<file path="src/cache_geom_pkg.sv">
package cache_geom_pkg;

    localparam int WORD_BITS = 32;              // processor word
    localparam int STRB_BITS = WORD_BITS / 8;   // one strobe per byte
    localparam int ADDR_BITS = 32;

    // geometry defaults, the top level passes these down as parameters
    localparam int DEF_NUM_WAY        = 2;
    localparam int DEF_BYTES_PER_LINE = 16;
    localparam int DEF_NUM_LINE       = 16;

endpackage
</file>
<file path="src/tag_if.sv">
`timescale 1ns/10ps

interface tag_if #(
    parameter int NUM_WAY        = cache_geom_pkg::DEF_NUM_WAY,
    parameter int BYTES_PER_LINE = cache_geom_pkg::DEF_BYTES_PER_LINE,
    parameter int NUM_LINE       = cache_geom_pkg::DEF_NUM_LINE
);
    localparam int INDEX_BITS = $clog2(NUM_LINE);
    localparam int TAG_BITS   = cache_geom_pkg::ADDR_BITS - $clog2(BYTES_PER_LINE) - INDEX_BITS;

    logic [INDEX_BITS-1:0] lookup_index;
    logic [TAG_BITS-1:0]   lookup_tag;
    logic                  fill_en;
    logic [NUM_WAY-1:0]    fill_way;       // one-hot
    logic [TAG_BITS-1:0]   fill_tag;
    logic                  dirty_set_en;
    logic [NUM_WAY-1:0]    dirty_way;      // one-hot
    logic                  victim_advance;

    logic [NUM_WAY-1:0]    hit_way;        // one-hot
    logic [NUM_WAY-1:0]    valid_ways;
    logic [NUM_WAY-1:0]    dirty_ways;
    logic [NUM_WAY-1:0]    victim_way;     // one-hot
    logic [TAG_BITS-1:0]   victim_tag;

    modport ctrl (
        output lookup_index, lookup_tag, fill_en, fill_way, fill_tag,
        output dirty_set_en, dirty_way, victim_advance,
        input  hit_way, valid_ways, dirty_ways, victim_way, victim_tag
    );

    modport store (
        input  lookup_index, lookup_tag, fill_en, fill_way, fill_tag,
        input  dirty_set_en, dirty_way, victim_advance,
        output hit_way, valid_ways, dirty_ways, victim_way, victim_tag
    );

endinterface

</file>
<file path="src/tag_array.sv">
`timescale 1ns/10ps

module tag_array #(
    parameter int NUM_WAY        = cache_geom_pkg::DEF_NUM_WAY,
    parameter int BYTES_PER_LINE = cache_geom_pkg::DEF_BYTES_PER_LINE,
    parameter int NUM_LINE       = cache_geom_pkg::DEF_NUM_LINE
) (
    input logic  clk,
    input logic  reset,
    tag_if.store tags
);
    localparam int INDEX_BITS = $clog2(NUM_LINE);
    localparam int TAG_BITS   = cache_geom_pkg::ADDR_BITS - $clog2(BYTES_PER_LINE) - INDEX_BITS;
    localparam int PTR_BITS   = (NUM_WAY > 1) ? $clog2(NUM_WAY) : 1;

    logic [TAG_BITS-1:0]   tag_mem [NUM_LINE][NUM_WAY];
    logic [NUM_WAY-1:0]    valid_mem [NUM_LINE];
    logic [NUM_WAY-1:0]    dirty_mem [NUM_LINE];
    logic [PTR_BITS-1:0]   rr_mem [NUM_LINE];    // round-robin way per set

    logic [INDEX_BITS-1:0] idx;
    logic [NUM_WAY-1:0]    valid_set;
    logic [NUM_WAY-1:0]    fill_mask;
    logic [NUM_WAY-1:0]    set_mask;
    logic                  free_found;

    assign idx             = tags.lookup_index;
    assign valid_set       = valid_mem[idx];
    assign tags.valid_ways = valid_set;
    assign tags.dirty_ways = dirty_mem[idx];

    assign fill_mask = tags.fill_en ? tags.fill_way : '0;
    assign set_mask  = tags.dirty_set_en ? tags.dirty_way : '0;

    always_comb begin
        tags.victim_way = '0;
        tags.victim_tag = '0;
        free_found      = 1'b0;
        for (int w = 0; w < NUM_WAY; w++) begin
            tags.hit_way[w] = valid_set[w] && (tag_mem[idx][w] == tags.lookup_tag);
            if (!valid_set[w] && !free_found) begin
                tags.victim_way[w] = 1'b1;  // lowest invalid way first
                free_found         = 1'b1;
            end
        end
        if (!free_found)
            tags.victim_way[rr_mem[idx]] = 1'b1;
        for (int w = 0; w < NUM_WAY; w++) begin
            if (tags.victim_way[w])
                tags.victim_tag = tags.victim_tag | tag_mem[idx][w];
        end
    end

    always_ff @(posedge clk) begin
        for (int w = 0; w < NUM_WAY; w++) begin
            if (fill_mask[w])
                tag_mem[idx][w] <= tags.fill_tag;
        end
    end

    always_ff @(posedge clk) begin
        if (reset) begin
            for (int s = 0; s < NUM_LINE; s++) begin
                valid_mem[s] <= '0;
                dirty_mem[s] <= '0;
                rr_mem[s]    <= '0;
            end
        end else begin
            valid_mem[idx] <= valid_mem[idx] | fill_mask;
            // fill clears, a write sets; set wins for a write miss
            dirty_mem[idx] <= (dirty_mem[idx] & ~fill_mask) | set_mask;
            if (tags.victim_advance) begin
                if (rr_mem[idx] == PTR_BITS'(NUM_WAY - 1))
                    rr_mem[idx] <= '0;
                else
                    rr_mem[idx] <= rr_mem[idx] + 1'b1;
            end
        end
    end

endmodule

</file>
<file path="src/flat_wrapper.sv">
// flat-port wrapper written by rule: the top's interface ports become plain ports
module tag_array_flat 
#(
    parameter int NUM_WAY        = cache_geom_pkg::DEF_NUM_WAY,
    parameter int BYTES_PER_LINE = cache_geom_pkg::DEF_BYTES_PER_LINE,
    parameter int NUM_LINE       = cache_geom_pkg::DEF_NUM_LINE
)
  (clk, reset, tags_lookup_index, tags_lookup_tag, tags_fill_en, tags_fill_way, tags_fill_tag, tags_dirty_set_en, tags_dirty_way, tags_victim_advance, tags_hit_way, tags_valid_ways, tags_dirty_ways, tags_victim_way, tags_victim_tag);
  tag_if #(.NUM_WAY(NUM_WAY), .BYTES_PER_LINE(BYTES_PER_LINE), .NUM_LINE(NUM_LINE)) tags_i ();
  input logic clk;
  input logic reset;
  input wire logic [$bits(tags_i.lookup_index)-1:0] tags_lookup_index;
  input wire logic [$bits(tags_i.lookup_tag)-1:0] tags_lookup_tag;
  input wire logic [$bits(tags_i.fill_en)-1:0] tags_fill_en;
  input wire logic [$bits(tags_i.fill_way)-1:0] tags_fill_way;
  input wire logic [$bits(tags_i.fill_tag)-1:0] tags_fill_tag;
  input wire logic [$bits(tags_i.dirty_set_en)-1:0] tags_dirty_set_en;
  input wire logic [$bits(tags_i.dirty_way)-1:0] tags_dirty_way;
  input wire logic [$bits(tags_i.victim_advance)-1:0] tags_victim_advance;
  output wire logic [$bits(tags_i.hit_way)-1:0] tags_hit_way;
  output wire logic [$bits(tags_i.valid_ways)-1:0] tags_valid_ways;
  output wire logic [$bits(tags_i.dirty_ways)-1:0] tags_dirty_ways;
  output wire logic [$bits(tags_i.victim_way)-1:0] tags_victim_way;
  output wire logic [$bits(tags_i.victim_tag)-1:0] tags_victim_tag;
  assign tags_i.lookup_index = tags_lookup_index;
  assign tags_i.lookup_tag = tags_lookup_tag;
  assign tags_i.fill_en = tags_fill_en;
  assign tags_i.fill_way = tags_fill_way;
  assign tags_i.fill_tag = tags_fill_tag;
  assign tags_i.dirty_set_en = tags_dirty_set_en;
  assign tags_i.dirty_way = tags_dirty_way;
  assign tags_i.victim_advance = tags_victim_advance;
  assign tags_hit_way = tags_i.hit_way;
  assign tags_valid_ways = tags_i.valid_ways;
  assign tags_dirty_ways = tags_i.dirty_ways;
  assign tags_victim_way = tags_i.victim_way;
  assign tags_victim_tag = tags_i.victim_tag;
  tag_array #(.NUM_WAY(NUM_WAY), .BYTES_PER_LINE(BYTES_PER_LINE), .NUM_LINE(NUM_LINE)) u_core (.clk(clk), .reset(reset), .tags(tags_i));
endmodule
</file>
<file path="config.mk">
export PLATFORM = sky130hd
export DESIGN_NAME = tag_array_flat
export DESIGN_NICKNAME = d
export VERILOG_FILES = /design/src/cache_geom_pkg.sv /design/src/tag_if.sv /design/src/tag_array.sv /design/src/flat_wrapper.sv
export SDC_FILE = /design/constraint.sdc
export NUM_CORES = 1
export LEC_CHECK = 0
export BUFFER_PORTS_ARGS = -buffer_cell sky130_fd_sc_hd__clkbuf_2
export CORE_UTILIZATION = 40
export CTS_CLUSTER_SIZE = 20
export DETAILED_ROUTE_END_ITERATION = 8
export SYNTH_ARGS = -nofsm -noshare
export SYNTH_HDL_FRONTEND = slang
export SYNTH_SLANG_ARGS = --single-unit
</file>
<file path="constraint.sdc">
create_clock -name clk -period 5.6 [get_ports clk]
set_input_delay 1.12 -clock clk [delete_from_list [all_inputs] [get_ports clk]]
set_output_delay 1.12 -clock clk [all_outputs]
set_load 0.05 [all_outputs]
</file>
==> impl_metrics.py, run 1 <==
metrics = {
    "die": {
        "num_rows": 108,
        "core-area_um2": 87200,
        "start_util_pct": 40.6,
        "die_w_um": 299,
        "ios": 93,
        "die_area_um2": 89600,
        "die_h_um": 299,
    },
    "worst_setup_path": {
        "end_kind": "output pin",
        "startpoint_type": "primary input",
        "path_cells": "buf_6 -> and2_1 -> buf_4 -> buf_4 -> a221oi_1 -> mux2_2 -> a21oi_1 -> nand4_1 -> nor4_4 -> buf_4 -> buf_12",
        "critPathKind": "primary input to output pin",
        "cp_slowest_cell": "a221oi_1",
        "crit_path_max_incr_delay_ns": 0.55,
        "reg2regPathDepth": 4,
        "worstPathRequired_ns": 4.48,
        "cp_common_cell": "buf_4",
        "critPathMaxFanout": 23,
        "cp.arrival_ns": 4.47,
    },
    "route": {
        "vias": 19510,
        "drtAntennaViolNets": 0,
        "wl_per_cell_um": 30.8,
        "drt_iter0_drc": 2316,
        "routed_via_density": 5.95,
        "drc": 0,
        "firstDrtPassIters": 6,
        "wirelength_mm": 101,
    },
    "finish": {
        "drive_gt1_share_pct": 29.0,
        "fin_nets": 2116,
        "final_cells": 3277,
        "synthToLayoutAreaGrowth_pct": 15.8,
    },
    "timing": {
        "setup_slack_ns": 0.0110,
        "worstMarginPinSlew_ns": 1.01,
        "whs_ns": 1.04,
        "max-slew-margin-rel_pct": 32.0,
        "setup_viol": 0,
        "hold_viol_final": 0,
        "final.min_clock_period_ns": 5.59,
        "slew_violations": 0,
        "final.period_utilization_pct": 99.8,
        "fin_skew_ns": 0.0122,
        "max_freq_ghz": 0.179,
        "rsz0062_at_grt": "false",
    },
    "clock_tree": {
        "path_clk_slew_ns": 0.06,
        "clkLatencyLatePin_ns": 0.63,
        "cts_tree": "yes",
        "cts_htree_levels": 3,
        "cts_setup_buffers": 0,
        "cts_buffers": 89,
        "cts_buffer_depth": 3,
        "ctsRootBufferMaster": "clkbuf_16",
        "clock-sinks": 848,
        "cts_resized": 1,
        "cts_hold_buffers": 0,
    },
    "synth": {
        "yosysMostFrequentCell": "edfxtp_1",
        "yosysTopAreaCellShare_pct": 72.0,
        "synth-seq-area-share_pct": 72.0,
        "ys.flop_type": "edfxtp_1",
        "synth_commonest_cells": "edfxtp_1 (848), mux4_2 (182), nor2_1 (114)",
        "syn_inst": 1845,
        "synth_fp_nets": 1906,
        "ys_async_sr_fraction_pct": 0,
        "yosysTopAreaCell": "edfxtp_1",
        "ys_ff_latch": 848,
        "ys_top_cells_by_area": "edfxtp_1 (72%), mux4_2 (12%), mux2i_1 (2.8%), mux4_1 (1.6%), mux2_2 (1.3%)",
        "synth_edf_count": 848,
        "ys_types": 66,
        "syn_avg_cell_area_um2": 19.2,
        "yosysWarningCount": 0,
        "synth_area_um2": 35300,
    },
    "global_routing": {
        "grt_pass1_wl_mm": 144,
        "grtUsageTotal_pct": 22.7,
        "use_met2_pct": 35.7,
        "grt_max_degree": 66,
        "grt_pass1_vias": 19532,
        "use_met1_pct": 32.0,
        "grt_antenna_before_repair": 3,
        "use_met3_pct": 4.58,
        "busiest_layer": "met2",
        "grt_overflow_total": 0,
    },
    "power": {
        "p_leak_nw": 13.7,
        "irDropWorstVdd_uv": 214,
        "powerDensity_nw_per_um2": 342,
    },
    "hold_path": {
        "hold_path_class": "primary input to flip-flop",
        "min_path_cells": 4,
    },
    "run": {
        "cap_violations": 0,
    },
    "placement": {
        "pre_cts_ws_ns": 0.00272,
        "gp_congestion": 0.907,
        "dp_hpwl_mm": 63.2,
        "io_buffers": 92,
        "place_inst": 3119,
    },
    "status": {
        "status": "finished clean",
    },
}
-- registers in the layout, indices dropped and copies added (netlist names) --
| signal | count |
|---|---|
| u_core.dirty_mem | 32 |
| u_core.valid_mem | 32 |
| u_core.rr_mem | 16 |
| u_core.tag_mem | 768 |
-- layer usage --
| metal | vias to the layer above | wire (µm) |
|---|---|---|
| met3 | 157 | 9330 |
| li1 | 7973 | - |
| met2 | 1022 | 47600 |
| met5 | - | 9 |
| met1 | 10356 | 41300 |
| met4 | 2 | 2870 |
-- final timing paths --
check                          start                       to  slack (ns)
min reg2reg  u_core.dirty_mem[11][0]  u_core.dirty_mem[12][0]        1.31
max reg2reg   u_core.dirty_mem[7][1]  u_core.dirty_mem[10][1]        3.04
max             tags_lookup_index[3]          tags_hit_way[1]        0.01
min                 tags_fill_way[1]   u_core.valid_mem[9][1]        1.04
-- cell type report --
class,instances,area (µm²)
Timing Repair Buffer,228,1920
Multi-Input combinational cell,861,9290
Antenna cell,4,10.0
Inverter,27,101
Clock inverter,39,314
Tap cell,1155,1450
Fill cell,7288,46200
Clock buffer,115,2390
Sequential cell,848,25500
-- cell families (layout without fill, tap and decap cells) --
logic type	after synthesis	in the layout	synth area share [%]
XOR/XNOR	46	46	1.14
multiplexers	345	345	17.4
other	0	4	0
buffers and inverters	136	409	2.23
flip-flops	848	848	72.0
AO/OA/AOI/OAI	165	165	3.43
AND/OR/NAND/NOR	305	305	3.80
-- per-stage QoR --
stage          setup TNS (ns)  area, µm²  total power (W)  utilization [%]
6_report                    0      40900           0.0140             47.0
5_1_grt                     0      40900           0.0144             47.0
4_1_cts                     0      40900           0.0141             46.9
3_5_place_dp                0      38200          0.00855             43.8
3_3_place_gp          -0.0527      38200          0.00853             43.8
2_1_floorplan               0      35300          0.00799                -
-- placed cells by master (no fill, tap or decap), types with 5 or more instances in the layout --
| cell | synthesis | layout |
|---|---|---|
| edfxtp_1 | 848 | 848 |
| mux4_2 | 182 | 182 |
| clkbuf_16 | 0 | 92 |
| xor2_1 | 11 | 11 |
| a211oi_1 | 7 | 7 |
| xnor2_1 | 35 | 35 |
| and3_1 | 5 | 5 |
| a221oi_1 | 18 | 18 |
| mux4_1 | 21 | 21 |
| a21oi_1 | 20 | 20 |
| o22ai_1 | 10 | 10 |
| nand3_1 | 8 | 8 |
| buf_4 | 22 | 120 |
| a31oi_1 | 7 | 6 |
| mux2i_1 | 100 | 100 |
| clkinv_1 | 0 | 15 |
| a21o_1 | 17 | 17 |
| nand2_1 | 101 | 101 |
| mux2_2 | 41 | 41 |
| nor2_1 | 114 | 112 |
| o21ai_0 | 16 | 16 |
| nor3_2 | 0 | 30 |
| inv_1 | 25 | 25 |
| clkbuf_2 | 0 | 76 |
| buf_12 | 2 | 30 |
| nor2b_1 | 10 | 10 |
| clkinv_2 | 0 | 12 |
| clkbuf_1 | 32 | 23 |
| o21bai_1 | 16 | 16 |
| nand2b_1 | 8 | 8 |
| a22oi_1 | 16 | 16 |
-- power breakdown --
part | leakage [nW] | switching [W] | internal, W
clock | 1.32 | 0.00240 | 0.00315
sequential | 7.75 | 0.0000224 | 0.00708
combinational | 4.59 | 0.000843 | 0.000480
total | 13.7 | 0.00327 | 0.0107
-- critical path, delay by kind of cell --
family | cells | cell delay (ns)
and+or+nand+nor | 3 | 1.08
AOI/OAI and AO/OA | 2 | 0.86
muxes | 1 | 0.40
buffers and inverters | 5 | 0.97
(Power assumes the default switching activity.)
==> run 2, diff against run 1 <==
==> constraint.sdc (replaced) <==
create_clock -name clk -period 5.6 [get_ports clk]
set_input_delay 0.28 -clock clk [delete_from_list [all_inputs] [get_ports clk]]
set_output_delay 0.28 -clock clk [all_outputs]
set_load 0.05 [all_outputs]
==> impl_metrics.py, run 2 (synthesized netlist as in run 1, its figures left out) <==
metrics = {
    "clock_tree": {
        "cts_setup_buffers": 0,
        "ctsRootBufferMaster": "clkbuf_16",
        "cts_hold_buffers": 0,
        "path_clk_slew_ns": 0.06,
        "cts_tree": "yes",
        "clkLatencyLatePin_ns": 0.64,
        "cts_buffer_depth": 3,
        "cts_htree_levels": 3,
        "cts_resized": 0,
        "cts_buffers": 89,
        "clock-sinks": 848,
    },
    "finish": {
        "seqCellArea_um2": 25500,
        "mostFrequentLayoutCells": "edfxtp_1 (848), mux4_2 (182), nor2_1 (112)",
        "multi_input_area_um2": 9260,
        "drive_gt1_share_pct": 27.4,
        "fin_nets": 2065,
        "synthToLayoutAreaGrowth_pct": 14.1,
        "final_cells": 3233,
        "final_common_cell": "edfxtp_1",
        "top_register": "u_core.tag_mem",
        "largest_register_ffs": 768,
        "largestRegisters": "u_core.tag_mem (768), u_core.dirty_mem (32), u_core.valid_mem (32)",
        "filler_cell_count": 7315,
    },
    "global_routing": {
        "grtUsageTotal_pct": 22.5,
        "grt_max_degree": 84,
        "grt_antenna_before_repair": 9,
        "grt_pass1_wl_mm": 143,
        "grt_pass1_vias": 19209,
        "grt_overflow_total": 0,
    },
    "route": {
        "drt_iter0_drc": 2300,
        "wirelength_mm": 101,
        "drtAntennaViolNets": 0,
        "wl_per_cell_um": 31.2,
        "vias": 19233,
        "routed_via_density": 5.95,
        "firstDrtPassIters": 5,
        "drc": 0,
    },
    "timing": {
        "max_freq_ghz": 0.212,
        "worstMarginPinSlew_ns": 1.41,
        "final.period_utilization_pct": 84.3,
        "slew_violations": 0,
        "rsz0062_at_grt": "false",
        "setup_viol": 0,
        "hold_viol_final": 0,
        "setup_tns_ns": 0,
        "max-slew-margin-rel_pct": 5.64,
        "final.min_clock_period_ns": 4.72,
        "fin_skew_ns": 0.00984,
    },
    "run": {
        "cap_violations": 0,
    },
    "worst_setup_path": {
        "cp.arrival_ns": 4.44,
        "cp_slowest_cell": "nor2b_1",
        "path_cells": "buf_6 -> nor2b_1 -> buf_4 -> a221oi_1 -> xnor2_1 -> o31ai_1 -> nand2_1 -> nor4_2 -> clkbuf_2",
        "worstPathRequired_ns": 5.32,
        "crit_path_max_incr_delay_ns": 1.17,
        "critPathKind": "primary input to output pin",
        "startpoint_type": "primary input",
        "critPathMaxFanout": 52,
        "end_kind": "output pin",
    },
    "placement": {
        "gp_congestion": 0.905,
        "io_buffers": 92,
        "place_inst": 3067,
        "dp_hpwl_mm": 61.3,
    },
    "power": {
        "irDropWorstVdd_uv": 286,
        "power_w": 0.0142,
        "p_leak_nw": 13.3,
        "powerDensity_nw_per_um2": 351,
    },
    "die": {
        "num_rows": 108,
        "die_w_um": 299,
        "die_h_um": 299,
        "die_area_um2": 89600,
        "start_util_pct": 40.6,
        "core-area_um2": 87200,
        "ios": 93,
    },
    "status": {
        "status": "finished clean",
    },
    "hold_path": {
        "hold_path_class": "primary input to flip-flop",
    },
}
## run 2: stage by stage
step                area [µm²]  setup slack, ns  hold WS (ns)  util (%)
floorplan                35300             1.80         0.379         -
global placement         37500             1.07         0.831      43.0
detailed placement       37500             1.09         0.834      43.0
CTS                      40300             1.08         0.158      46.2
global route             40300            0.852         0.118      46.3
finish                   40300            0.881         0.109      46.3
## run 2: per-layer routing
layer	part of all wire (%)	global-route usage, %
met1	41	31.9
met2	48	36.1
met3	8.5	4.01
met4	2.1	5.90
met5	0.050	0
## run 2: cell type report
| class | instances | share of cell area, % |
|---|---|---|
| diodes | 3 | 0.0186 |
| clock buffers | 112 | 5.84 |
| inverters | 27 | 0.251 |
| flip-flops and latches | 848 | 63.1 |
| well taps | 1155 | 3.58 |
| clock inverters | 50 | 1.24 |
| repair buffers | 177 | 2.95 |
| multi-input cells | 861 | 23.0 |
## run 2: worst paths after layout
check	startpoint	end	slack, ns	cells past startpoint
worst max-delay path	tags_lookup_index[3]	tags_hit_way[0]	0.88	9
worst min-delay path	tags_fill_way[1]	u_core.valid_mem[10][1]	0.11	3
worst max register to register	u_core.dirty_mem[7][1]	u_core.dirty_mem[4][1]	3.06	4
worst min register to register	u_core.dirty_mem[8][1]	u_core.dirty_mem[8][1]	1.28	4
## run 2: worst max-delay path, delay by kind of cell
family / cells / cell delay, ns
xor+xnor: 1 / 0.18
simple gates: 3 / 1.90
buf+inv: 3 / 1.23
compound gates: 2 / 0.77
## run 2: report_power, final
part | switching [W] | internal, W
clock network | 0.00246 | 0.00337
logic | 0.000824 | 0.000398
registers | 0.0000216 | 0.00708
total | 0.00330 | 0.0108
