<file path="src/cache_ctrl_pkg.sv">
package cache_ctrl_pkg;

    typedef enum logic [2:0] {
        IDLE,
        LOOKUP,
        MISS,        // clean victim, line read only
        DIRTY_MISS,  // waiting for wr_rdy
        REPLACE,
        REFILL
    } cache_state_e;

    typedef enum logic {
        OP_READ,
        OP_WRITE
    } mem_op_e;

endpackage

</file>
<file path="src/cache_geom_pkg.sv">
package cache_geom_pkg;

    localparam int WORD_BITS = 32;              // processor word
    localparam int STRB_BITS = WORD_BITS / 8;   // one strobe per byte
    localparam int ADDR_BITS = 32;

    // geometry defaults, the top level passes these down as parameters
    localparam int DEF_NUM_WAY        = 2;
    localparam int DEF_BYTES_PER_LINE = 16;
    localparam int DEF_NUM_LINE       = 16;

endpackage
</file>
<file path="src/data_if.sv">
`timescale 1ns/10ps

interface data_if #(
    parameter int NUM_WAY        = cache_geom_pkg::DEF_NUM_WAY,
    parameter int BYTES_PER_LINE = cache_geom_pkg::DEF_BYTES_PER_LINE,
    parameter int NUM_LINE       = cache_geom_pkg::DEF_NUM_LINE
);
    localparam int WORD_BITS  = cache_geom_pkg::WORD_BITS;
    localparam int STRB_BITS  = cache_geom_pkg::STRB_BITS;
    localparam int INDEX_BITS = $clog2(NUM_LINE);
    localparam int BANK_BITS  = $clog2(BYTES_PER_LINE / STRB_BITS);

    logic [INDEX_BITS-1:0] rd_index;
    logic [BANK_BITS-1:0]  rd_bank;
    logic                  wr_en;
    logic [INDEX_BITS-1:0] wr_index;
    logic [NUM_WAY-1:0]    wr_way;      // one-hot
    logic [BANK_BITS-1:0]  wr_bank;
    logic [STRB_BITS-1:0]  wr_strb;
    logic [WORD_BITS-1:0]  wr_data;

    logic [NUM_WAY-1:0][WORD_BITS-1:0]        way_words;  // rd_bank word of each way
    logic [NUM_WAY-1:0][BYTES_PER_LINE*8-1:0] way_lines;

    modport ctrl (
        output rd_index, rd_bank,
        output wr_en, wr_index, wr_way, wr_bank, wr_strb, wr_data,
        input  way_words, way_lines
    );

    modport store (
        input  rd_index, rd_bank,
        input  wr_en, wr_index, wr_way, wr_bank, wr_strb, wr_data,
        output way_words, way_lines
    );

endinterface

</file>
<file path="src/tag_if.sv">
`timescale 1ns/10ps

interface tag_if #(
    parameter int NUM_WAY        = cache_geom_pkg::DEF_NUM_WAY,
    parameter int BYTES_PER_LINE = cache_geom_pkg::DEF_BYTES_PER_LINE,
    parameter int NUM_LINE       = cache_geom_pkg::DEF_NUM_LINE
);
    localparam int INDEX_BITS = $clog2(NUM_LINE);
    localparam int TAG_BITS   = cache_geom_pkg::ADDR_BITS - $clog2(BYTES_PER_LINE) - INDEX_BITS;

    logic [INDEX_BITS-1:0] lookup_index;
    logic [TAG_BITS-1:0]   lookup_tag;
    logic                  fill_en;
    logic [NUM_WAY-1:0]    fill_way;       // one-hot
    logic [TAG_BITS-1:0]   fill_tag;
    logic                  dirty_set_en;
    logic [NUM_WAY-1:0]    dirty_way;      // one-hot
    logic                  victim_advance;

    logic [NUM_WAY-1:0]    hit_way;        // one-hot
    logic [NUM_WAY-1:0]    valid_ways;
    logic [NUM_WAY-1:0]    dirty_ways;
    logic [NUM_WAY-1:0]    victim_way;     // one-hot
    logic [TAG_BITS-1:0]   victim_tag;

    modport ctrl (
        output lookup_index, lookup_tag, fill_en, fill_way, fill_tag,
        output dirty_set_en, dirty_way, victim_advance,
        input  hit_way, valid_ways, dirty_ways, victim_way, victim_tag
    );

    modport store (
        input  lookup_index, lookup_tag, fill_en, fill_way, fill_tag,
        input  dirty_set_en, dirty_way, victim_advance,
        output hit_way, valid_ways, dirty_ways, victim_way, victim_tag
    );

endinterface

</file>
<file path="src/cache_ctrl.sv">
`timescale 1ns/10ps

module cache_ctrl #(
    parameter int NUM_WAY        = cache_geom_pkg::DEF_NUM_WAY,
    parameter int BYTES_PER_LINE = cache_geom_pkg::DEF_BYTES_PER_LINE,
    parameter int NUM_LINE       = cache_geom_pkg::DEF_NUM_LINE
) (
    input  logic                                 clk,
    input  logic                                 reset,
    input  logic                                 valid,
    input  cache_ctrl_pkg::mem_op_e              op,
    input  logic [cache_geom_pkg::ADDR_BITS-1:0] addr,
    input  logic [cache_geom_pkg::STRB_BITS-1:0] wstrb,
    input  logic [cache_geom_pkg::WORD_BITS-1:0] wdata,
    output logic                                 addr_ok,
    output logic                                 data_ok,
    output logic [cache_geom_pkg::WORD_BITS-1:0] rdata,
    output logic                                 rd_req,
    output logic [cache_geom_pkg::ADDR_BITS-1:0] rd_addr,
    input  logic                                 rd_rdy,
    input  logic                                 ret_valid,
    input  logic                                 ret_last,
    input  logic [cache_geom_pkg::WORD_BITS-1:0] ret_data,
    output logic                                 wr_req,
    output logic [cache_geom_pkg::ADDR_BITS-1:0] wr_addr,
    output logic [BYTES_PER_LINE*8-1:0]          wr_data,
    input  logic                                 wr_rdy,
    tag_if.ctrl                                  tags,
    data_if.ctrl                                 data
);
    localparam int WORD_BITS   = cache_geom_pkg::WORD_BITS;
    localparam int STRB_BITS   = cache_geom_pkg::STRB_BITS;
    localparam int OFFSET_BITS = $clog2(BYTES_PER_LINE);
    localparam int INDEX_BITS  = $clog2(NUM_LINE);
    localparam int TAG_BITS    = cache_geom_pkg::ADDR_BITS - OFFSET_BITS - INDEX_BITS;
    localparam int BANK_BITS   = $clog2(BYTES_PER_LINE / STRB_BITS);
    localparam int LINE_BITS   = BYTES_PER_LINE * 8;

    function automatic logic [WORD_BITS-1:0] merge_bytes(
        input logic [WORD_BITS-1:0] old_word,
        input logic [WORD_BITS-1:0] new_word,
        input logic [STRB_BITS-1:0] strb
    );
        logic [WORD_BITS-1:0] result;
        result = old_word;
        for (int b = 0; b < STRB_BITS; b++) begin
            if (strb[b])
                result[b*8 +: 8] = new_word[b*8 +: 8];
        end
        return result;
    endfunction

    cache_ctrl_pkg::cache_state_e state;
    cache_ctrl_pkg::cache_state_e state_next;

    // request buffer, held until the next acceptance
    cache_ctrl_pkg::mem_op_e req_op;
    logic [TAG_BITS-1:0]     req_tag;
    logic [INDEX_BITS-1:0]   req_index;
    logic [BANK_BITS-1:0]    req_bank;
    logic [STRB_BITS-1:0]    req_wstrb;
    logic [WORD_BITS-1:0]    req_wdata;

    // replace buffer
    logic [NUM_WAY-1:0]      rep_way;
    logic [TAG_BITS-1:0]     rep_tag;
    logic [LINE_BITS-1:0]    rep_line;

    // write buffer
    logic                    wbuf_busy;
    logic [NUM_WAY-1:0]      wbuf_way;
    logic [INDEX_BITS-1:0]   wbuf_index;
    logic [BANK_BITS-1:0]    wbuf_bank;
    logic [STRB_BITS-1:0]    wbuf_strb;
    logic [WORD_BITS-1:0]    wbuf_data;

    logic [BANK_BITS-1:0]    refill_cnt;
    logic                    first_replace;

    logic                    in_lookup;
    logic                    in_refill;
    logic                    hit;
    logic                    hit_write;
    logic                    req_write;
    logic                    wbuf_on_line;
    logic                    wbuf_on_victim;
    logic                    victim_dirty;
    logic                    fill_done;
    logic [STRB_BITS-1:0]    fwd_strb;
    logic [WORD_BITS-1:0]    hit_word;
    logic [WORD_BITS-1:0]    lookup_rdata;
    logic [WORD_BITS-1:0]    refill_word;
    logic [LINE_BITS-1:0]    victim_line;

    assign in_lookup = (state == cache_ctrl_pkg::LOOKUP);
    assign in_refill = (state == cache_ctrl_pkg::REFILL);
    assign req_write = (req_op == cache_ctrl_pkg::OP_WRITE);
    assign hit       = in_lookup && (|tags.hit_way);
    assign hit_write = hit && req_write;
    assign fill_done = in_refill && ret_valid && ret_last;

    // pending write on the same bank blocks acceptance
    assign addr_ok = valid && !(wbuf_busy && (wbuf_bank == addr[OFFSET_BITS-1 -: BANK_BITS]))
                     && ((state == cache_ctrl_pkg::IDLE) || hit);

    assign wbuf_on_line   = wbuf_busy && (wbuf_index == req_index);
    assign wbuf_on_victim = wbuf_on_line && (wbuf_way == tags.victim_way);
    assign fwd_strb       = (wbuf_on_line && (wbuf_way == tags.hit_way) && (wbuf_bank == req_bank))
                            ? wbuf_strb : '0;
    assign victim_dirty   = (|(tags.victim_way & tags.valid_ways & tags.dirty_ways))
                            || wbuf_on_victim;

    always_comb begin
        hit_word    = '0;
        victim_line = '0;
        for (int w = 0; w < NUM_WAY; w++) begin
            if (tags.hit_way[w])
                hit_word = hit_word | data.way_words[w];
            if (tags.victim_way[w])
                victim_line = victim_line | data.way_lines[w];
        end
        // store has not seen the pending write yet
        if (wbuf_on_victim)
            victim_line[wbuf_bank*WORD_BITS +: WORD_BITS] =
                merge_bytes(victim_line[wbuf_bank*WORD_BITS +: WORD_BITS], wbuf_data, wbuf_strb);
    end

    assign lookup_rdata = merge_bytes(hit_word, wbuf_data, fwd_strb);
    assign refill_word  = (req_write && (refill_cnt == req_bank))
                          ? merge_bytes(ret_data, req_wdata, req_wstrb) : ret_data;

    always_comb begin
        state_next = state;
        case (state)
            cache_ctrl_pkg::IDLE: begin
                if (addr_ok)
                    state_next = cache_ctrl_pkg::LOOKUP;
            end
            cache_ctrl_pkg::LOOKUP: begin
                if (hit)
                    state_next = addr_ok ? cache_ctrl_pkg::LOOKUP : cache_ctrl_pkg::IDLE;
                else if (victim_dirty)
                    state_next = cache_ctrl_pkg::DIRTY_MISS;
                else
                    state_next = cache_ctrl_pkg::MISS;
            end
            cache_ctrl_pkg::MISS: begin
                if (rd_rdy)
                    state_next = cache_ctrl_pkg::REFILL;
            end
            cache_ctrl_pkg::DIRTY_MISS: begin
                if (wr_rdy)
                    state_next = cache_ctrl_pkg::REPLACE;
            end
            cache_ctrl_pkg::REPLACE: begin
                if (rd_rdy)
                    state_next = cache_ctrl_pkg::REFILL;
            end
            cache_ctrl_pkg::REFILL: begin
                if (ret_valid && ret_last)
                    state_next = cache_ctrl_pkg::IDLE;
            end
            default: state_next = cache_ctrl_pkg::IDLE;
        endcase
    end

    always_ff @(posedge clk) begin
        if (reset) begin
            state         <= cache_ctrl_pkg::IDLE;
            wbuf_busy     <= 1'b0;
            first_replace <= 1'b0;
            refill_cnt    <= '0;
        end else begin
            state         <= state_next;
            wbuf_busy     <= hit_write;  // commits next cycle
            first_replace <= (state == cache_ctrl_pkg::DIRTY_MISS) && wr_rdy;
            if (in_refill && ret_valid)
                refill_cnt <= refill_cnt + 1'b1;  // wraps on the last word
        end
    end

    always_ff @(posedge clk) begin
        if (addr_ok) begin
            req_op    <= op;
            req_tag   <= addr[cache_geom_pkg::ADDR_BITS-1 -: TAG_BITS];
            req_index <= addr[OFFSET_BITS +: INDEX_BITS];
            req_bank  <= addr[OFFSET_BITS-1 -: BANK_BITS];
            req_wstrb <= wstrb;
            req_wdata <= wdata;
        end
        if (in_lookup) begin
            rep_way  <= tags.victim_way;
            rep_tag  <= tags.victim_tag;
            rep_line <= victim_line;
        end
        if (hit_write) begin
            wbuf_way   <= tags.hit_way;
            wbuf_index <= req_index;
            wbuf_bank  <= req_bank;
            wbuf_strb  <= req_wstrb;
            wbuf_data  <= req_wdata;
        end
    end

    assign tags.lookup_index   = req_index;
    assign tags.lookup_tag     = req_tag;
    assign tags.fill_en        = fill_done;
    assign tags.fill_way       = rep_way;
    assign tags.fill_tag       = req_tag;
    assign tags.dirty_set_en   = hit_write || (fill_done && req_write);
    assign tags.dirty_way      = in_lookup ? tags.hit_way : rep_way;
    assign tags.victim_advance = fill_done;

    // refill words own the write port, otherwise the write buffer
    assign data.rd_index = req_index;
    assign data.rd_bank  = req_bank;
    assign data.wr_en    = in_refill ? ret_valid : wbuf_busy;
    assign data.wr_index = in_refill ? req_index : wbuf_index;
    assign data.wr_way   = in_refill ? rep_way : wbuf_way;
    assign data.wr_bank  = in_refill ? refill_cnt : wbuf_bank;
    assign data.wr_strb  = in_refill ? {STRB_BITS{1'b1}} : wbuf_strb;
    assign data.wr_data  = in_refill ? refill_word : wbuf_data;

    assign data_ok = (in_lookup && (hit || req_write))
                     || (in_refill && ret_valid && !req_write && (refill_cnt == req_bank));
    assign rdata   = in_lookup ? lookup_rdata : refill_word;

    assign rd_req  = (state == cache_ctrl_pkg::MISS) || (state == cache_ctrl_pkg::REPLACE);
    assign rd_addr = {req_tag, req_index, {OFFSET_BITS{1'b0}}};
    assign wr_req  = first_replace;
    assign wr_addr = {rep_tag, req_index, {OFFSET_BITS{1'b0}}};
    assign wr_data = rep_line;

endmodule

</file>
<file path="src/flat_wrapper.sv">
// flat-port wrapper written by rule: the top's interface ports become plain ports
module cache_ctrl_flat 
#(
    parameter int NUM_WAY        = cache_geom_pkg::DEF_NUM_WAY,
    parameter int BYTES_PER_LINE = cache_geom_pkg::DEF_BYTES_PER_LINE,
    parameter int NUM_LINE       = cache_geom_pkg::DEF_NUM_LINE
)
  (clk, reset, valid, op, addr, wstrb, wdata, addr_ok, data_ok, rdata, rd_req, rd_addr, rd_rdy, ret_valid, ret_last, ret_data, wr_req, wr_addr, wr_data, wr_rdy, tags_lookup_index, tags_lookup_tag, tags_fill_en, tags_fill_way, tags_fill_tag, tags_dirty_set_en, tags_dirty_way, tags_victim_advance, tags_hit_way, tags_valid_ways, tags_dirty_ways, tags_victim_way, tags_victim_tag, data_rd_index, data_rd_bank, data_wr_en, data_wr_index, data_wr_way, data_wr_bank, data_wr_strb, data_wr_data, data_way_words, data_way_lines);
  tag_if #(.NUM_WAY(NUM_WAY), .BYTES_PER_LINE(BYTES_PER_LINE), .NUM_LINE(NUM_LINE)) tags_i ();
  data_if #(.NUM_WAY(NUM_WAY), .BYTES_PER_LINE(BYTES_PER_LINE), .NUM_LINE(NUM_LINE)) data_i ();
  input  logic clk;
  input  logic reset;
  input  logic valid;
  input  cache_ctrl_pkg::mem_op_e op;
  input  logic [cache_geom_pkg::ADDR_BITS-1:0] addr;
  input  logic [cache_geom_pkg::STRB_BITS-1:0] wstrb;
  input  logic [cache_geom_pkg::WORD_BITS-1:0] wdata;
  output logic addr_ok;
  output logic data_ok;
  output logic [cache_geom_pkg::WORD_BITS-1:0] rdata;
  output logic rd_req;
  output logic [cache_geom_pkg::ADDR_BITS-1:0] rd_addr;
  input  logic rd_rdy;
  input  logic ret_valid;
  input  logic ret_last;
  input  logic [cache_geom_pkg::WORD_BITS-1:0] ret_data;
  output logic wr_req;
  output logic [cache_geom_pkg::ADDR_BITS-1:0] wr_addr;
  output logic [BYTES_PER_LINE*8-1:0] wr_data;
  input  logic wr_rdy;
  output wire logic [$bits(tags_i.lookup_index)-1:0] tags_lookup_index;
  output wire logic [$bits(tags_i.lookup_tag)-1:0] tags_lookup_tag;
  output wire logic [$bits(tags_i.fill_en)-1:0] tags_fill_en;
  output wire logic [$bits(tags_i.fill_way)-1:0] tags_fill_way;
  output wire logic [$bits(tags_i.fill_tag)-1:0] tags_fill_tag;
  output wire logic [$bits(tags_i.dirty_set_en)-1:0] tags_dirty_set_en;
  output wire logic [$bits(tags_i.dirty_way)-1:0] tags_dirty_way;
  output wire logic [$bits(tags_i.victim_advance)-1:0] tags_victim_advance;
  input wire logic [$bits(tags_i.hit_way)-1:0] tags_hit_way;
  input wire logic [$bits(tags_i.valid_ways)-1:0] tags_valid_ways;
  input wire logic [$bits(tags_i.dirty_ways)-1:0] tags_dirty_ways;
  input wire logic [$bits(tags_i.victim_way)-1:0] tags_victim_way;
  input wire logic [$bits(tags_i.victim_tag)-1:0] tags_victim_tag;
  output wire logic [$bits(data_i.rd_index)-1:0] data_rd_index;
  output wire logic [$bits(data_i.rd_bank)-1:0] data_rd_bank;
  output wire logic [$bits(data_i.wr_en)-1:0] data_wr_en;
  output wire logic [$bits(data_i.wr_index)-1:0] data_wr_index;
  output wire logic [$bits(data_i.wr_way)-1:0] data_wr_way;
  output wire logic [$bits(data_i.wr_bank)-1:0] data_wr_bank;
  output wire logic [$bits(data_i.wr_strb)-1:0] data_wr_strb;
  output wire logic [$bits(data_i.wr_data)-1:0] data_wr_data;
  input wire logic [$bits(data_i.way_words)-1:0] data_way_words;
  input wire logic [$bits(data_i.way_lines)-1:0] data_way_lines;
  assign tags_lookup_index = tags_i.lookup_index;
  assign tags_lookup_tag = tags_i.lookup_tag;
  assign tags_fill_en = tags_i.fill_en;
  assign tags_fill_way = tags_i.fill_way;
  assign tags_fill_tag = tags_i.fill_tag;
  assign tags_dirty_set_en = tags_i.dirty_set_en;
  assign tags_dirty_way = tags_i.dirty_way;
  assign tags_victim_advance = tags_i.victim_advance;
  assign tags_i.hit_way = tags_hit_way;
  assign tags_i.valid_ways = tags_valid_ways;
  assign tags_i.dirty_ways = tags_dirty_ways;
  assign tags_i.victim_way = tags_victim_way;
  assign tags_i.victim_tag = tags_victim_tag;
  assign data_rd_index = data_i.rd_index;
  assign data_rd_bank = data_i.rd_bank;
  assign data_wr_en = data_i.wr_en;
  assign data_wr_index = data_i.wr_index;
  assign data_wr_way = data_i.wr_way;
  assign data_wr_bank = data_i.wr_bank;
  assign data_wr_strb = data_i.wr_strb;
  assign data_wr_data = data_i.wr_data;
  assign data_i.way_words = data_way_words;
  assign data_i.way_lines = data_way_lines;
  cache_ctrl #(.NUM_WAY(NUM_WAY), .BYTES_PER_LINE(BYTES_PER_LINE), .NUM_LINE(NUM_LINE)) u_core (.clk(clk), .reset(reset), .valid(valid), .op(op), .addr(addr), .wstrb(wstrb), .wdata(wdata), .addr_ok(addr_ok), .data_ok(data_ok), .rdata(rdata), .rd_req(rd_req), .rd_addr(rd_addr), .rd_rdy(rd_rdy), .ret_valid(ret_valid), .ret_last(ret_last), .ret_data(ret_data), .wr_req(wr_req), .wr_addr(wr_addr), .wr_data(wr_data), .wr_rdy(wr_rdy), .tags(tags_i), .data(data_i));
endmodule
</file>
<file path="config.mk">
export PLATFORM = sky130hd
export DESIGN_NAME = cache_ctrl_flat
export DESIGN_NICKNAME = d
export VERILOG_FILES = /design/src/cache_ctrl_pkg.sv /design/src/cache_geom_pkg.sv /design/src/data_if.sv /design/src/tag_if.sv /design/src/cache_ctrl.sv /design/src/flat_wrapper.sv
export SDC_FILE = /design/constraint.sdc
export NUM_CORES = 1
export LEC_CHECK = 0
export BUFFER_PORTS_ARGS = -buffer_cell sky130_fd_sc_hd__buf_2
export CORE_AREA = 3 3 306 308
export CTS_CLUSTER_SIZE = 30
export DETAILED_ROUTE_END_ITERATION = 16
export DIE_AREA = 0 0 309 311
export HOLD_SLACK_MARGIN = 0.08
export PLACE_DENSITY_LB_ADDON = 0.12
export SETUP_SLACK_MARGIN = 0.15
export SYNTH_ARGS = -nofsm -noshare
export SYNTH_HDL_FRONTEND = slang
export SYNTH_SLANG_ARGS = --single-unit
</file>
<file path="constraint.sdc">
create_clock -name clk -period 7.3 [get_ports clk]
set_input_delay 1.095 -clock clk [delete_from_list [all_inputs] [get_ports clk]]
set_output_delay 1.095 -clock clk [all_outputs]
set_load 0.01 [all_outputs]
</file>
==> out/results.tsv, run 1 <==
metric	value	unit
Finished Core Util	0.223	
FF-to-FF setup slack	3.28	ns
# Post-CTS Setup Buffers	0	
vias in the first global route	14100	
area grow syn2layout	40.8	%
DRC	0	
worst path cell trace	xor2_1 -> nor4_4 -> nand4_2 -> mux2i_1 -> mux2i_1 -> buf_2	
crit-path max FO	18	
worst-case clock buffer depth	3	
Post-synth EDFFs	265	
Worst EP arrival	3.66	ns
WP data required	6.20	ns
Multi-input gate area	5470	µm²
reg-to-reg critical path endpoint	u_core.wr_data[14]	
core area	91400	µm²
Synth Register Bits	272	
wire length per cell	24.6	µm
Gate Count Post-Synth	1226	
Slew Viols, Final	0	
Hold Startpoint	u_core.req_wstrb[3]	
Final Skew	0.0180	ns
FP Rows	111	
CTS tree	built	
fmax	0.211	GHz
CTS Hold Bufs	0	
post-synth top area share	0.549	
# Max-Cap Violations	0	
CP delay by family, top	simple AND/OR/NAND/NOR gates	
DRT Pass-1 Iters	6	
post-layout instance area	20400	µm²
hpwl dp	57400	µm
Worst VDD drop	0.131	mV
post-layout min period	4.75	ns
Leak	8.80	nW
area leader, netlist	edfxtp_1	
smallest hold slack	0.448	ns
largest cells by area after synthesis	edfxtp_1 55%, mux2i_1 8.9%, a22oi_1 6.7%, o22ai_1 5.6%, buf_4 3.6%	
Fillers	9979	
sequential area share after synthesis	0.559	
Yosys warning total	0	
Die Area	96100	µm²
CTS HTree Levels	2	
first-iteration detailed-routing DRC count	693	
clock sinks	272	
critical path's most frequent cell	mux2i_1	
largest net degree at the start of global routing	77	
placer congestion estimate	0.785	
cell area after synthesis	14500	µm²
die width	309	µm
Worst slew margin	0.242	
Port Buffers	787	
via count	13300	
Total Routing Usage GR	0.152	
Detailed Route WL	76900	µm
Worst Hold Endpoint	u_core.wbuf_strb[3]	
first-pass GRT wire length	105000	µm
Max stage delay cell, worst path	edfxtp_1	
Nets	2381	
Pwr Total	4.70	mW
Finish-stage setup viols	0	
Via density	4.26	
Setup crit end kind	output pin	
global route overflow	0	
initial antenna violation count	11	
Synth Flop Type	edfxtp_1	
dpl ws	2.47	ns
Cell Count, Final, Fillers Out	3133	
CTS root buf	clkbuf_16	
Distinct cells, synth	41	
clock-pin slew on the worst setup and hold paths	0.06	ns
run status	complete, no violations	
I/O pins	798	
final hold viol count	0	
post-route ant nets	0	
proportion of layout cells with a drive suffix above 1	0.452	
slowest stage delay, CP	1.09	ns
FF-to-FF path depth	8	
CP Class	flop to output pin	
cell count of the worst hold path	0	
reg-to-reg startpoint	u_core.wbuf_bank[1]	
min-delay worst type	flop to flop	
Initial Util	0.159	
Period Utilization, post-route	0.651	
Reg area	8100	µm²
setup_tns	0	ns
placed cells	3061	
syn avg cell area	11.8	µm²
PostCTS Resize Cnt	0	
placed cell areas	19200	µm²
latest clock arrival within the worst-skew pair	0.55	ns
CTS Buf Count	39	
worst path bufs/invs	1	
RSZ-0062 raised after global routing	no	
P per Cell Area	230	nW/µm²
Chip Height	311	µm
worst slew pin tran	1.14	ns
startpoint types	flop	
final worst-path setup slack	2.55	ns
FFs w/ async S/R, synth	0	
-- report_power, final --
group          internal [mW]  switching, mW  total (mW)
registers               1.91         0.0731        1.98
clock network           1.06          0.747        1.81
logic                  0.352          0.562       0.914
total                   3.32           1.38        4.70
-- worst reg2reg max path: cells and delay by family, from the launching register on --
kind                     cells  cell delay, ns
adder cells (fa/ha/maj)      1            0.32
flip-flops                   1            0.84
AO/OA/AOI/OAI                1            0.19
AND/OR/NAND/NOR              2            0.79
buffers and inverters        4            1.70
-- synthesized netlist by cell type (6+ instances only) --
master	instances
dfxtp_1	7
nand2_1	75
buf_1	11
a211oi_1	32
a22o_1	32
edfxtp_1	265
nand3_1	6
buf_4	69
clkbuf_1	58
a22oi_1	130
inv_1	8
o22ai_1	129
nor2_1	15
and2_1	67
buf_2	31
o21ai_0	67
xor2_1	12
mux2i_1	129
a21oi_1	34
-- final cells by class --
class,count,share of cell area
Antenna cell,5,0.000613
Clock buffer,57,0.0532
Clock inverter,10,0.00350
Inverter,13,0.00288
Multi-Input combinational cell,779,0.268
Sequential cell,272,0.397
Tap cell,1186,0.0727
Timing Repair Buffer,811,0.202
-- worst max-delay path by stage --
| stage | to | cells past startpoint | start | slack (ns) |
|---|---|---|---|---|
| after floorplan | rdata[24] | 6 | u_core.state[1] | 0.45 |
| after global placement | rdata[27] | 7 | tags_hit_way[0] | 2.53 |
| after detailed placement | rdata[26] | 7 | tags_hit_way[0] | 2.47 |
| after CTS | rdata[26] | 6 | u_core.wbuf_bank[1] | 2.30 |
| after global routing | rdata[26] | 6 | u_core.wbuf_bank[1] | 2.32 |
| final | rdata[26] | 6 | u_core.wbuf_bank[1] | 2.55 |
-- sequential cells by signal, indices dropped and copies added (netlist names), 3 cells and up --
register and count:
u_core.data.rd_index 4, u_core.rep_tag 24, u_core.req_wdata 32, u_core.req_wstrb 4, u_core.state 3, u_core.tags.fill_tag 24
u_core.wbuf_data 32, u_core.wbuf_index 4, u_core.wbuf_strb 4, u_core.wr_data 128
-- layer usage --
metal / share of wire / vias up / global-route usage
met4: 0.028 / 2 / 0.0452
met1: 0.40 / 6501 / 0.179
met2: 0.50 / 595 / 0.270
met5: 0.00017 / - / 0
met3: 0.074 / 104 / 0.0393
li1: - / 6136 / -
-- placed cells by master, fill, tap and decap left out, types with 12 or more instances in the layout --
cell,netlist,routed
buf_2,31,785
edfxtp_1,265,265
a22oi_1,130,130
mux2i_1,129,129
o22ai_1,129,129
nand2_1,75,74
o21ai_0,67,67
and2_1,67,66
clkbuf_16,0,41
a21oi_1,34,34
a22o_1,32,32
a211oi_1,32,32
buf_4,69,25
clkbuf_1,58,16
nor2_1,15,15
xor2_1,12,12
-- logic make-up after synthesis --
| group | share of synthesized area |
|---|---|
| AOI/OAI and AO/OA | 0.197 |
| xor gates and xnor gates | 0.0103 |
| adders and majority gates | 0.00432 |
| buffers and inverters | 0.0677 |
| DFF | 0.559 |
| muxes | 0.0891 |
| other | 0.000259 |
| and+or+nand+nor | 0.0730 |
Note: power is estimated with default switching activity, not from simulation.
==> inputs of run 2 (changes only) <==
- CORE_AREA: 3 3 306 308 -> 3 3 310 312
- DIE_AREA: 0 0 309 311 -> 0 0 313 315
- clock period: 7.3 -> 4.5 ns (I/O delays scaled with it)
==> run 2 against run 1 <==
Power grew 67%. Combinational power grew 66%. Critical path type unchanged. Hold slack lost 0.17 ns. Clock skew shrank 0.0010 ns. Worst setup slack lost 1.8 ns. Global-route usage shrank 0.42 points. Largest power group unchanged. Core utilization shrank 0.14 points.
==> out/results.tsv, run 2 (same netlist as run 1, synthesis figures left out) <==
metric	value	unit
run status	complete, no violations	
P per Cell Area	379	nW/µm²
wire length per cell	24.2	µm
startpoint types	flop	
# Max-Cap Violations	0	
CTS Buf Count	41	
initial antenna violation count	11	
fmax	0.265	GHz
via count	13400	
Detailed Route WL	77600	µm
DRT Pass-1 Iters	5	
CP Class	flop to output pin	
FP Rows	112	
area grow syn2layout	42.8	%
worst-case clock buffer depth	3	
I/O pins	798	
final worst-path setup slack	0.732	ns
global route overflow	0	
post-layout min period	3.77	ns
CP Launch Point	u_core.data.rd_index[0]	
vias in the first global route	13800	
Worst VDD drop	0.229	mV
Via density	4.17	
first-pass GRT wire length	104000	µm
PostCTS Resize Cnt	0	
Initial Util	0.155	
die width	313	µm
post-route ant nets	0	
Finished Core Util	0.222	
Period Utilization, post-route	0.837	
proportion of layout cells with a drive suffix above 1	0.459	
Cell Count, Final, Fillers Out	3209	
clock-pin slew on the worst setup and hold paths	0.06	ns
FF-to-FF setup slack	1.44	ns
Fillers	10200	
Setup crit end kind	output pin	
crit-path max FO	8	
first-iteration detailed-routing DRC count	739	
CTS HTree Levels	2	
placer congestion estimate	0.869	
CTS Hold Bufs	0	
Worst Setup EP	rdata[24]	
Chip Height	315	µm
latest clock arrival within the worst-skew pair	0.57	ns
FF-to-FF path depth	5	
reg-to-reg startpoint	u_core.data.rd_index[0]	
min-delay worst type	input pin to flop	
DRC	0	
CTS root buf	clkbuf_16	
Pwr Total	7.84	mW
max reg flops	128	
Worst EP arrival	3.09	ns
largest net degree at the start of global routing	131	
CTS tree	built	
Finish-stage setup viols	0	
Leak	8.93	nW
final hold viol count	0	
Total Routing Usage GR	0.148	
Final Skew	0.0170	ns
Worst slew margin	0.315	
core area	93300	µm²
reg-to-reg critical path endpoint	u_core.wr_data[75]	
Nets	2391	
clock sinks	272	
WP data required	3.83	ns
RSZ-0062 raised after global routing	no	
hpwl dp	58800	µm
setup_tns	0	ns
placed cells	3137	
commonest non-fill, non-tap cell in the layout	buf_2	
Die Area	98600	µm²
# Post-CTS Setup Buffers	0	
Port Buffers	787	
dpl ws	0.978	ns
most frequent cells in the layout	785 x buf_2, 265 x edfxtp_1, 130 x a22oi_1, 129 x mux2i_1, 129 x o22ai_1	
worst slew pin tran	1.02	ns
Slew Viols, Final	0	
[run 2: final cells by class]
class / count / area, µm² / share of cell area
sequential: 272 / 8100 / 0.391
multi-input combinational: 779 / 5470 / 0.264
timing repair buffer: 819 / 4230 / 0.204
tap: 1254 / 1570 / 0.0758
clock buffer: 48 / 1090 / 0.0529
clock inverter: 19 / 173 / 0.00834
inverter: 13 / 58.8 / 0.00284
antenna: 5 / 12.5 / 0.000604
[run 2: where the power goes]
group	internal, mW	switching [mW]	leakage [nW]
clock	1.89	1.22	0.626
combinational	0.585	0.933	5.74
sequential	3.10	0.111	2.56
total	5.57	2.27	8.93
[run 2: worst min path at each step]
stage / slack, ns / from / to / cells past startpoint
after floorplan: 0.42 / u_core.req_wstrb[3] / u_core.wbuf_strb[3] / 0
after CTS: 0.22 / addr[26] / u_core.tags.fill_tag[18] / 1
final: 0.28 / addr[26] / u_core.tags.fill_tag[18] / 1
after global placement: 0.43 / u_core.req_wstrb[1] / u_core.wbuf_strb[1] / 0
after detailed placement: 0.43 / u_core.req_wstrb[1] / u_core.wbuf_strb[1] / 0
after global routing: 0.23 / addr[23] / u_core.tags.fill_tag[15] / 1
[run 2: through the flow]
stage / instance area (µm²) / hold slack (ns)
6_report: 20700 / 0.280
5_1_grt: 20700 / 0.230
3_5_place_dp: 19400 / 0.431
2_1_floorplan: 14500 / 0.417
3_3_place_gp: 19400 / 0.428
4_1_cts: 20700 / 0.219
[run 2: worst max-delay path, cell delays in order, from the launching register on]
cell and delay (ns):
edfxtp_1 0.48, xnor2_1 0.35, and3_1 0.39, nand4_2 0.58, mux2i_1 0.27, mux2i_1 0.26, buf_2 0.19
[run 2: routing by layer]
layer  global-route usage  routed length (µm)
met2                0.268               39600
met3               0.0354                4800
met4               0.0284                1190
met1                0.179               32000
met5                    0                  41
==> inputs of run 3 (changes only) <==
- clock period: 4.5 -> 3.9 ns (I/O delays scaled with it)
==> run 3 against run 2 <==
Worst setup slack lost 0.36 ns. Register-to-register slack lost 0.47 ns. Power grew 17%. Combinational power grew 15%. Critical path type unchanged. Wire length grew 0.24%. Largest power group is now the clock network.
==> out/results.tsv, run 3 (same netlist as run 1, synthesis figures left out) <==
metric	value	unit
run status	complete, no violations	
clock-pin slew on the worst setup and hold paths	0.06	ns
P per Cell Area	440	nW/µm²
P_int	6.49	mW
worst slew pin tran	0.912	ns
commonest non-fill, non-tap cell in the layout	buf_2	
crit-path max FO	8	
CP Class	flop to output pin	
post-layout min period	3.53	ns
final hold viol count	0	
Worst VDD drop	0.253	mV
Pwr Total	9.16	mW
Leak	8.96	nW
initial antenna violation count	17	
Via density	4.17	
first-iteration detailed-routing DRC count	789	
# Post-CTS Setup Buffers	0	
fmax	0.283	GHz
most frequent cells in the layout	785 x buf_2, 265 x edfxtp_1, 130 x a22oi_1, 129 x mux2i_1, 129 x o22ai_1	
Sequential Power Share	0.405	
clock share of power	0.405	
CTS Buf Count	39	
RSZ-0062 raised after global routing	yes	
reg-to-reg startpoint	u_core.data.rd_index[1]	
placer congestion estimate	0.857	
Cell Count, Final, Fillers Out	3223	
Detailed Route WL	77800	µm
combinational power share	0.191	
Nets	2395	
CTS HTree Levels	2	
Worst EP arrival	2.94	ns
first-pass GRT wire length	105000	µm
post-route ant nets	0	
core area	93300	µm²
Period Utilization, post-route	0.905	
hpwl dp	58500	µm
Reg area	8100	µm²
proportion of layout cells with a drive suffix above 1	0.461	
Worst slew margin	0.392	
Initial Util	0.155	
Hold Startpoint	wstrb[1]	
Multi-input gate area	5490	µm²
clock sinks	272	
global route overflow	0	
Die Area	98600	µm²
WP data required	3.31	ns
worst-case clock buffer depth	3	
CTS tree	built	
FF-to-FF setup slack	0.97	ns
area grow syn2layout	43.6	%
Finish-stage setup viols	0	
FF-to-FF path depth	6	
startpoint types	flop	
DRT Pass-1 Iters	5	
largest net degree at the start of global routing	131	
reg-to-reg critical path endpoint	u_core.wr_data[12]	
Final Skew	0.0257	ns
placed cell areas	19500	µm²
placed cells	3143	
die width	313	µm
Slew Viols, Final	0	
I/O pins	798	
CTS root buf	clkbuf_16	
NetSw	2.67	mW
Finished Core Util	0.223	
Chip Height	315	µm
latest clock arrival within the worst-skew pair	0.56	ns
min-delay worst type	input pin to flop	
max reg flops	128	
vias in the first global route	13900	
Worst Hold Endpoint	u_core.req_wstrb[1]	
setup_tns	0	ns
Port Buffers	787	
sw frac	0.291	
FP Rows	112	
wire length per cell	24.1	µm
DRC	0	
# Max-Cap Violations	0	
Fillers	10300	
via count	13400	
Total Routing Usage GR	0.149	
post-layout instance area	20800	µm²
cell count of the worst hold path	1	
Setup crit end kind	output pin	
-- run 3: changes by cell type in the layout (fill, tap and decap cells not counted), moves of 2 or more --
cell       before  now
clkbuf_16      43   39
clkbuf_1        5    9
buf_4          30   35
diode_2         5    8
bufinv_16       3    6
inv_6           2    4
-- run 3: metal layers --
metal	wire (µm)	GRT usage
met2	39500	0.269
met5	106	0
met1	31500	0.178
met4	1370	0.0298
met3	5330	0.0371
-- run 3: worst max-delay path, cell delays in order (launching register included) --
cell,delay [ns]
edfxtp_1,0.48
xor2_1,0.25
nor2_1,0.48
nand4_2,0.18
buf_4,0.25
mux2i_1,0.13
mux2i_1,0.37
buf_2,0.22
-- run 3: worst max-delay path by stage --
stage	from	to	slack (ns)	depth (start not counted)
after floorplan	tags_hit_way[1]	addr_ok	0.57	4
after global placement	tags_hit_way[1]	rdata[24]	0.57	8
after detailed placement	tags_hit_way[1]	rdata[24]	0.53	8
after CTS	u_core.data.rd_bank[1]	data_wr_data[15]	0.12	6
after global routing	u_core.data.rd_index[3]	rdata[20]	0.13	6
final	u_core.data.rd_index[2]	rdata[15]	0.37	7
-- run 3: final cells by class --
class / instances / share of cell area
antenna: 8 / 0.000962
clock buffer: 48 / 0.0485
clock inverter: 24 / 0.0134
inverter: 13 / 0.00283
multi-input combinational: 779 / 0.264
sequential: 272 / 0.389
tap: 1254 / 0.0754
timing repair buffer: 825 / 0.206
-- run 3: stage by stage --
stage | hold WS, ns | setup WS, ns
floorplan | 0.417 | 0.567
global placement | 0.430 | 0.571
detailed placement | 0.425 | 0.533
CTS | 0.133 | 0.121
global route | 0.145 | 0.126
finish | 0.193 | 0.371
-- run 3: power groups by stage --
| stage | Clock (mW) | Combinational, mW | Sequential (mW) |
|---|---|---|---|
| after floorplan | 0 | 0.793 | 3.84 |
| after detailed placement | 0 | 1.79 | 3.77 |
| final | 3.71 | 1.75 | 3.70 |
| after global routing | 3.98 | 1.89 | 3.74 |
| after CTS | 3.87 | 1.80 | 3.71 |
| after global placement | 0 | 1.78 | 3.76 |
-- run 3: what timing repair did --
item	4_1_cts	5_1_grt
hold buffers	0	0
gates resized for setup	3	2
setup endpoints to repair	7	7
gates cloned	0	0
pin swaps	0	0
